==> src/llcopy_pkg.sv <==
package llcopy_pkg;

   typedef logic [31:0] word_t;

   // invalid trailing bytes, counted from the low end
   typedef logic [1:0] rem_t;

   typedef logic [15:0] byte_cnt_t;

   typedef enum logic [2:0] {
      OP_NONE   = 3'd0,
      OP_COPY   = 3'd1,
      OP_DECOMP = 3'd2,
      OP_COMP   = 3'd4
   } opcode_e;

   typedef struct packed {
      word_t data;
      rem_t  rem;
      logic  sof;
      logic  eof;
      // last payload beat, output side only
      logic  eop;
   } ll_beat_t;

   typedef struct packed {
      opcode_e     opcode;
      logic [31:0] src_len;
      logic [9:0]  task_index;
   } desc_t;

   localparam int HDR_WORDS      = 8;
   localparam int HDR_OPCODE_IDX = 4;
   localparam int HDR_LEN_IDX    = 5;
   localparam int HDR_TASK_IDX   = 6;

   function automatic word_t mask_tail(input word_t data, input rem_t rem);
      word_t masked;
      case (rem)
         2'd0: begin
            masked = data;
         end
         2'd1: begin
            masked = {data[31:8], 8'h00};
         end
         2'd2: begin
            masked = {data[31:16], 16'h0000};
         end
         default: begin
            masked = {data[31:24], 24'h000000};
         end
      endcase
      return masked;
   endfunction

endpackage

==> src/ingress_fsm.sv <==
module ingress_fsm (
   input  logic                 clk,
   input  logic                 rst_n,
   input  llcopy_pkg::ll_beat_t in_beat_i,
   input  logic                 in_valid_i,
   output logic                 in_ready_o,
   output logic                 hdr_we_o,
   output logic [2:0]           hdr_idx_o,
   output llcopy_pkg::ll_beat_t pay_beat_o,
   output logic                 pay_valid_o,
   input  logic                 pay_ready_i,
   input  logic                 cpl_done_i
);

   typedef enum logic [1:0] {IDLE, HEADER, PAYLOAD, WAIT_CPL} state_e;

   state_e     state_q;
   state_e     state_d;
   logic [2:0] hdr_cnt_q;
   logic       armed_q;

   assign pay_beat_o = in_beat_i;
   // counter sits at zero in IDLE and wraps after word 7
   assign hdr_idx_o  = hdr_cnt_q;

   always_comb begin
      in_ready_o  = 1'b0;
      hdr_we_o    = 1'b0;
      pay_valid_o = 1'b0;
      state_d     = state_q;
      case (state_q)
         IDLE: begin
            // stray beats without sof are taken and dropped
            in_ready_o = armed_q;
            if (in_valid_i && armed_q && in_beat_i.sof) begin
               hdr_we_o = 1'b1;
               state_d  = HEADER;
            end
         end
         HEADER: begin
            in_ready_o = 1'b1;
            hdr_we_o   = in_valid_i;
            if (in_valid_i && (hdr_cnt_q == 3'(llcopy_pkg::HDR_WORDS - 1))) begin
               state_d = PAYLOAD;
            end
         end
         PAYLOAD: begin
            in_ready_o  = pay_ready_i;
            pay_valid_o = in_valid_i;
            if (in_valid_i && pay_ready_i && in_beat_i.eof) begin
               state_d = WAIT_CPL;
            end
         end
         default: begin
            if (cpl_done_i) begin
               state_d = IDLE;
            end
         end
      endcase
   end

   always_ff @(posedge clk) begin
      if (!rst_n) begin
         state_q   <= IDLE;
         hdr_cnt_q <= '0;
         armed_q   <= 1'b0;
      end else begin
         state_q <= state_d;
         armed_q <= 1'b1;
         if (hdr_we_o) begin
            hdr_cnt_q <= hdr_cnt_q + 3'd1;
         end
      end
   end

endmodule

==> src/desc_capture.sv <==
module desc_capture (
   input  logic              clk,
   input  logic              rst_n,
   input  logic              hdr_we_i,
   input  logic [2:0]        hdr_idx_i,
   input  llcopy_pkg::word_t hdr_data_i,
   output llcopy_pkg::desc_t desc_o
);

   llcopy_pkg::desc_t desc_q;

   assign desc_o = desc_q;

   // other header words carry nothing we need
   always_ff @(posedge clk) begin
      if (!rst_n) begin
         desc_q <= '0;
      end else if (hdr_we_i) begin
         case (hdr_idx_i)
            3'(llcopy_pkg::HDR_OPCODE_IDX): begin
               desc_q.opcode <= llcopy_pkg::opcode_e'(hdr_data_i[31:29]);
            end
            3'(llcopy_pkg::HDR_LEN_IDX): begin
               desc_q.src_len <= hdr_data_i;
            end
            3'(llcopy_pkg::HDR_TASK_IDX): begin
               desc_q.task_index <= hdr_data_i[9:0];
            end
            default: begin
               desc_q <= desc_q;
            end
         endcase
      end
   end

endmodule

==> src/payload_fifo.sv <==
module payload_fifo #(
   parameter int FIFO_DEPTH = 16
) (
   input  logic                  clk,
   input  logic                  rst_n,
   input  llcopy_pkg::ll_beat_t  pay_beat_i,
   input  logic                  pay_valid_i,
   output logic                  pay_ready_o,
   input  llcopy_pkg::opcode_e   opcode_i,
   output llcopy_pkg::word_t     fifo_data_o,
   output llcopy_pkg::rem_t      fifo_rem_o,
   output logic                  fifo_last_o,
   output logic                  fifo_valid_o,
   input  logic                  fifo_ready_i,
   output logic                  pay_done_o,
   output llcopy_pkg::byte_cnt_t byte_cnt_o
);

   localparam int AW = $clog2(FIFO_DEPTH);

   typedef struct packed {
      llcopy_pkg::word_t data;
      llcopy_pkg::rem_t  rem;
      logic              last;
   } entry_t;

   entry_t                mem [FIFO_DEPTH];
   entry_t                wr_entry;
   entry_t                rd_entry;
   logic [AW:0]           wr_ptr_q;
   logic [AW:0]           rd_ptr_q;
   logic                  full;
   logic                  is_copy;
   logic                  pay_xfer;
   logic                  wr_en;
   logic                  rd_en;
   logic                  first_q;
   logic                  pay_done_q;
   logic [2:0]            beat_bytes;
   llcopy_pkg::byte_cnt_t byte_cnt_q;
   llcopy_pkg::byte_cnt_t cnt_base;

   assign is_copy = (opcode_i == llcopy_pkg::OP_COPY);
   assign full    = (wr_ptr_q[AW] != rd_ptr_q[AW]) &&
                    (wr_ptr_q[AW-1:0] == rd_ptr_q[AW-1:0]);

   // dropped frames drain at full rate
   assign pay_ready_o = !full || !is_copy;
   assign pay_xfer    = pay_valid_i && pay_ready_o;
   assign wr_en       = pay_xfer && is_copy;

   assign fifo_valid_o = (wr_ptr_q != rd_ptr_q);
   assign rd_en        = fifo_valid_o && fifo_ready_i;
   assign rd_entry     = mem[rd_ptr_q[AW-1:0]];
   assign fifo_data_o  = rd_entry.data;
   assign fifo_rem_o   = rd_entry.rem;
   assign fifo_last_o  = rd_entry.last;

   assign pay_done_o = pay_done_q;
   assign byte_cnt_o = byte_cnt_q;
   assign cnt_base   = first_q ? '0 : byte_cnt_q;

   always_comb begin
      wr_entry.data = pay_beat_i.data;
      wr_entry.rem  = '0;
      wr_entry.last = pay_beat_i.eof;
      beat_bytes    = 3'd4;
      if (pay_beat_i.eof) begin
         wr_entry.data = llcopy_pkg::mask_tail(pay_beat_i.data, pay_beat_i.rem);
         wr_entry.rem  = pay_beat_i.rem;
         beat_bytes    = 3'd4 - {1'b0, pay_beat_i.rem};
      end
   end

   always_ff @(posedge clk) begin
      if (wr_en) begin
         mem[wr_ptr_q[AW-1:0]] <= wr_entry;
      end
   end

   always_ff @(posedge clk) begin
      if (!rst_n) begin
         wr_ptr_q   <= '0;
         rd_ptr_q   <= '0;
         first_q    <= 1'b1;
         byte_cnt_q <= '0;
         pay_done_q <= 1'b0;
      end else begin
         pay_done_q <= pay_xfer && pay_beat_i.eof;
         if (wr_en) begin
            wr_ptr_q <= wr_ptr_q + 1'b1;
         end
         if (rd_en) begin
            rd_ptr_q <= rd_ptr_q + 1'b1;
         end
         // first beat of a frame restarts the count
         if (pay_xfer) begin
            first_q    <= pay_beat_i.eof;
            byte_cnt_q <= is_copy ? cnt_base + 16'(beat_bytes) : '0;
         end
      end
   end

endmodule

==> src/cpl_framer.sv <==
module cpl_framer (
   input  logic                  clk,
   input  logic                  rst_n,
   input  llcopy_pkg::word_t     fifo_data_i,
   input  llcopy_pkg::rem_t      fifo_rem_i,
   input  logic                  fifo_last_i,
   input  logic                  fifo_valid_i,
   output logic                  fifo_ready_o,
   input  logic                  pay_done_i,
   input  llcopy_pkg::byte_cnt_t byte_cnt_i,
   input  llcopy_pkg::desc_t     desc_i,
   output llcopy_pkg::ll_beat_t  out_beat_o,
   output logic                  out_valid_o,
   input  logic                  out_ready_i,
   output logic                  cpl_done_o
);

   typedef enum logic [1:0] {IDLE, PAYLOAD, WAIT_DONE, HEADER} state_e;

   state_e            state_q;
   logic [2:0]        hdr_cnt_q;
   logic              done_q;
   logic              first_q;
   logic              status;
   logic              last_hdr;
   llcopy_pkg::word_t hdr_word;

   assign status   = (desc_i.opcode == llcopy_pkg::OP_COPY) &&
                     (byte_cnt_i == desc_i.src_len[15:0]);
   assign last_hdr = (hdr_cnt_q == 3'(llcopy_pkg::HDR_WORDS - 1));

   // completion header layout
   always_comb begin
      case (hdr_cnt_q)
         3'(llcopy_pkg::HDR_OPCODE_IDX): begin
            hdr_word = {desc_i.opcode, status, 28'h0};
         end
         3'(llcopy_pkg::HDR_LEN_IDX): begin
            hdr_word = {16'h0, byte_cnt_i};
         end
         3'(llcopy_pkg::HDR_TASK_IDX): begin
            hdr_word = {22'h0, desc_i.task_index};
         end
         default: begin
            hdr_word = '0;
         end
      endcase
   end

   always_comb begin
      out_beat_o   = '0;
      out_valid_o  = 1'b0;
      fifo_ready_o = 1'b0;
      cpl_done_o   = 1'b0;
      case (state_q)
         PAYLOAD: begin
            out_beat_o.data = fifo_data_i;
            out_beat_o.rem  = fifo_rem_i;
            out_beat_o.sof  = first_q;
            out_beat_o.eop  = fifo_last_i;
            out_valid_o     = fifo_valid_i;
            fifo_ready_o    = out_ready_i;
         end
         HEADER: begin
            out_beat_o.data = hdr_word;
            // no payload went out, so the header opens the frame
            out_beat_o.sof  = first_q && (hdr_cnt_q == 3'd0);
            out_beat_o.eof  = last_hdr;
            out_valid_o     = 1'b1;
            cpl_done_o      = out_ready_i && last_hdr;
         end
         default: begin
            out_valid_o = 1'b0;
         end
      endcase
   end

   always_ff @(posedge clk) begin
      if (!rst_n) begin
         state_q   <= IDLE;
         hdr_cnt_q <= '0;
         done_q    <= 1'b0;
         first_q   <= 1'b1;
      end else begin
         if (pay_done_i) begin
            done_q <= 1'b1;
         end
         case (state_q)
            IDLE: begin
               if (fifo_valid_i) begin
                  state_q <= PAYLOAD;
               end else if (done_q) begin
                  state_q <= HEADER;
               end
            end
            PAYLOAD: begin
               if (fifo_valid_i && out_ready_i) begin
                  first_q <= 1'b0;
                  if (fifo_last_i) begin
                     state_q <= done_q ? HEADER : WAIT_DONE;
                  end
               end
            end
            WAIT_DONE: begin
               if (done_q) begin
                  state_q <= HEADER;
               end
            end
            default: begin
               if (out_ready_i) begin
                  hdr_cnt_q <= hdr_cnt_q + 3'd1;
                  if (last_hdr) begin
                     state_q <= IDLE;
                     done_q  <= 1'b0;
                     first_q <= 1'b1;
                  end
               end
            end
         endcase
      end
   end

endmodule

==> src/llcopy_unit.sv <==
module llcopy_unit #(
   parameter int FIFO_DEPTH = 16
) (
   input  logic                 clk,
   input  logic                 rst_n,
   input  llcopy_pkg::ll_beat_t in_beat_i,
   input  logic                 in_valid_i,
   output logic                 in_ready_o,
   output llcopy_pkg::ll_beat_t out_beat_o,
   output logic                 out_valid_o,
   input  logic                 out_ready_i
);

   logic                  hdr_we;
   logic [2:0]            hdr_idx;
   llcopy_pkg::ll_beat_t  pay_beat;
   logic                  pay_valid;
   logic                  pay_ready;
   llcopy_pkg::word_t     fifo_data;
   llcopy_pkg::rem_t      fifo_rem;
   logic                  fifo_last;
   logic                  fifo_valid;
   logic                  fifo_ready;
   logic                  pay_done;
   llcopy_pkg::byte_cnt_t byte_cnt;
   llcopy_pkg::desc_t     desc;
   logic                  cpl_done;

   ingress_fsm u_ingress (
      .clk         (clk),
      .rst_n       (rst_n),
      .in_beat_i   (in_beat_i),
      .in_valid_i  (in_valid_i),
      .in_ready_o  (in_ready_o),
      .hdr_we_o    (hdr_we),
      .hdr_idx_o   (hdr_idx),
      .pay_beat_o  (pay_beat),
      .pay_valid_o (pay_valid),
      .pay_ready_i (pay_ready),
      .cpl_done_i  (cpl_done)
   );

   desc_capture u_desc (
      .clk        (clk),
      .rst_n      (rst_n),
      .hdr_we_i   (hdr_we),
      .hdr_idx_i  (hdr_idx),
      .hdr_data_i (in_beat_i.data),
      .desc_o     (desc)
   );

   payload_fifo #(
      .FIFO_DEPTH (FIFO_DEPTH)
   ) u_fifo (
      .clk          (clk),
      .rst_n        (rst_n),
      .pay_beat_i   (pay_beat),
      .pay_valid_i  (pay_valid),
      .pay_ready_o  (pay_ready),
      .opcode_i     (desc.opcode),
      .fifo_data_o  (fifo_data),
      .fifo_rem_o   (fifo_rem),
      .fifo_last_o  (fifo_last),
      .fifo_valid_o (fifo_valid),
      .fifo_ready_i (fifo_ready),
      .pay_done_o   (pay_done),
      .byte_cnt_o   (byte_cnt)
   );

   cpl_framer u_framer (
      .clk          (clk),
      .rst_n        (rst_n),
      .fifo_data_i  (fifo_data),
      .fifo_rem_i   (fifo_rem),
      .fifo_last_i  (fifo_last),
      .fifo_valid_i (fifo_valid),
      .fifo_ready_o (fifo_ready),
      .pay_done_i   (pay_done),
      .byte_cnt_i   (byte_cnt),
      .desc_i       (desc),
      .out_beat_o   (out_beat_o),
      .out_valid_o  (out_valid_o),
      .out_ready_i  (out_ready_i),
      .cpl_done_o   (cpl_done)
   );

endmodule

==> config.mk <==
export PLATFORM = sky130hd
export DESIGN_NAME = llcopy_unit
export DESIGN_NICKNAME = d
export VERILOG_FILES = /design/src/llcopy_pkg.sv /design/src/ingress_fsm.sv /design/src/desc_capture.sv /design/src/payload_fifo.sv /design/src/cpl_framer.sv /design/src/llcopy_unit.sv
export SDC_FILE = /design/constraint.sdc
export NUM_CORES = 1
export LEC_CHECK = 0
export BUFFER_PORTS_ARGS = -buffer_cell sky130_fd_sc_hd__clkbuf_2
export CAP_MARGIN = 20
export CORE_ASPECT_RATIO = 1.4
export CORE_MARGIN = 2
export CORE_UTILIZATION = 50
export CTS_CLUSTER_DIAMETER = 50
export CTS_CLUSTER_SIZE = 20
export DETAILED_ROUTE_END_ITERATION = 16
export GPL_ROUTABILITY_DRIVEN = 0
export PLACE_DENSITY = 0.76
export RECOVER_POWER = 50
export SYNTH_ARGS = -nofsm -noshare
export SYNTH_HDL_FRONTEND = slang
export SYNTH_HIERARCHICAL = 1
export SYNTH_SLANG_ARGS = --single-unit
==> constraint.sdc <==
create_clock -name clk -period 4.9 [get_ports clk]
set_clock_uncertainty 0.2 [all_clocks]
set_input_delay 0.245 -clock clk [delete_from_list [all_inputs] [get_ports clk]]
set_output_delay 0.245 -clock clk [all_outputs]
set_load 0.02 [all_outputs]
==> parameters.txt <==
Parameter                              Value

STA
  Setup total negative slack    0 ns
  Upper clock frequency limit    0.2472 GHz
  Max-Slew Margin vs Limit    -0.3167%
  Max-slew violation count    36
  Number of hold-slack violations in the final timing report    0
  Minimum period implied by the final worst setup slack    4.046 ns
  Setup violators final    0
  Share of the cycle needed by the critical path after routing    82.57%
  RSZ-0062 raised after global routing    false
  Least-Margin Pin Slew    1.505 ns

Critical path
  Series of cell instances along the critical path    inv_1 > ha_1 > and2_0 > nand2_1 > a21oi_1 > clkbuf_1 > nand2_1 > nor3_2 > buf_12
  Data required time of the critical path    4.94 ns
  Cell type with the highest occurrence count on the critical path    sky130_fd_sc_hd__nand2_1
  Buf+Inv Stages, Crit Path    3
  Maximum fanout along the worst path    28
  Classification of the worst setup path    reg2reg
  Crit path from    u_ingress/state_q[0]
  CP Data Arrival Time    4.08 ns
  Worst-path cell with the longest stage delay    sky130_fd_sc_hd__nor3_2
  Reg2Reg Launch Point    u_ingress/state_q[0]
  Worst Setup End Kind    flop
  Peak per-stage delay on the critical path    0.88 ns
  Kind of cell adding the most delay to the critical path    simple AND/OR/NAND/NOR gates
  Startpoint Class    flop

Detailed routing
  DR WL/cell    27.08 um
  Number of nets with antenna violations after detailed routing    0
  Total iterations of the first detailed-routing run    5
  Detail-routed via count per cell    6.172
  DRC violations left    0
  Number of design-rule violations left by the first detailed-router iteration    1,402
  Wirelength, routed    57.92 mm
  DR vias    13,200

Clock network
  Clock root buffer    sky130_fd_sc_hd__clkbuf_16
  Clock Tree Buf Depth    3
  CTS buffer count    42
  Post-cts gate resize count    0
  Number of buffers inserted by hold repair at cts    31
  Clk sink count    634
  Clock Latency Late Sink    0.57 ns
  TritonCTS clock tree    done
  Clock-pin slew reported for the worst setup and hold paths after clock tree synthesis    0.07 ns
  Post-CTS setup buffers    0
  Number of H-tree branching levels    2

Cells and area
  Layout Utilization    55.58%
  Fraction of final layout cells sized beyond drive strength 1    24.24%
  Number of diodes    0
  Fin nets    1,529
  Final instance count without filler cells    2,139
  Area grow syn2layout    9.529%

Logic synthesis
  Number of synthesis warnings    6
  Net Count, Synth    1,453
  Post-synth design cell area    0.02595 mm^2
  Synthesized netlist cell count    1,388
  Post-synthesis area per instance    18.69 um^2

Placement
  HPWL after detailed placement    32.96 mm
  Placed Cells    2,039
  # port buffers    78

Hold path
  Kind of path behind the tightest hold check    in2reg
  Worst hold start    rst_n

Outcome
  Violated checks    max-capacitance violations, max-slew violations
  Result of the run    finished with violations

Floorplanning
  Area of the core    0.05113 mm^2
  Starting density of the core    50.74%
  Number of top-level design ports    80
  Die area    0.05376 mm^2
  Die Y    273.5 um
  Die extent in x    196.5 um
  Std-Cell Rows    98

Power and ir drop
  Ratio of total power to cell area    343.7 mW/mm^2
  Leakage    8.723 nW
  Worst vdd ir    0.0002455 V

GRT
  Via count of the first global-routing pass    13,490
  Initial antenna violation count    0
  Total global-route track usage    21.72%
  Final global-route overflow total    0
  Wire length of the first global-routing pass    85.42 mm
  Pin count of the biggest net entering global routing    97

Flow run
  Max-cap violation count    1
[area by class of cell]
type,count,area (um^2)
Clock inverter,19,237.7
Sequential cell,634,18310
Tap cell,650,813.3
Timing Repair Buffer,140,939.7
Multi-Input combinational cell,625,6960
Inverter,21,78.83
Fill cell,3746,22710
Clock buffer,50,1081
[cell usage in the layout, fill, tap and decap left out, drive strengths merged, types with 4 or more instances in the layout]
cell type,count
edfxtp,560
dlygate4sd3,31
xor2,18
o211ai,7
a21oi,24
nor2,24
o31ai,4
clkinvlp,4
nand2b,14
nor2b,11
a22oi,13
mux2i,39
nand2,92
nor4,6
xnor2,14
nand4,9
a31oi,7
mux4,175
ha,23
clkinv,4
or3,7
and3,17
and2,48
or4,6
buf,26
o21ai,17
dfxtp,74
inv,29
nand3,19
clkbuf,133
[state kept, by name (all words and copies together), names as in the netlist, named ones only]
signal / count
u_framer/hdr_cnt_q: 3
u_fifo/first_q: 1
u_framer/state_q: 2
u_desc/desc_o: 29
u_ingress/hdr_idx_o: 3
u_fifo/mem: 560
u_fifo/pay_done_o: 1
u_fifo/wr_ptr_q: 5
u_fifo/byte_cnt_o: 16
u_framer/done_q: 1
u_fifo/rd_ptr_q: 5
u_ingress/armed_q: 1
u_framer/first_q: 1
u_ingress/state_q: 2
[metal layers]
metal	up-vias	part of all wire, %	GRT usage [%]
li1	5624	-	-
met2	584	52	37.87
met4	0	3.2	7.815
met3	110	7.0	2.822
met1	6884	38	28.13
met5	-	0	0
[stage by stage]
stage	hold WS (ns)	instance area [um^2]	total power [mW]	worst slack, ns
after floorplan	0.07272	25950	6.212	0.4112
after global placement	0.2207	26840	6.274	1.447
after detailed placement	0.2285	26840	6.294	1.341
after CTS	0.03528	28470	9.836	1.191
after global routing	0.08519	28420	10.03	0.6062
final	0.06935	28420	9.767	0.8543
[power by group]
group | internal, mW | switching (mW)
clock network | 1.78 | 1.79
logic | 0.0969 | 0.197
registers | 5.89 | 0.0124
total | 7.76 | 2.00
[worst reg2reg max path, delay by kind of cell, from the launching register on]
kind,cells,cell delay [ns]
and+or+nand+nor,4,1.65
buffers and inverters,3,0.89
AOI/OAI and AO/OA,1,0.37
DFF,1,0.34
adders and majority gates,1,0.24
[worst paths after layout]
| check | cells after the start | slack, ns | endpoint |
|---|---|---|---|
| setup / recovery | 9 | 0.85 | u_fifo/mem[3][8] |
| setup reg to reg | 9 | 0.85 | u_fifo/mem[3][8] |
| hold / removal | 2 | 0.07 | u_ingress/armed_q |
| hold reg to reg | 2 | 0.24 | u_framer/done_q |
No activity file was read; power rests on OpenSTA's default activity.
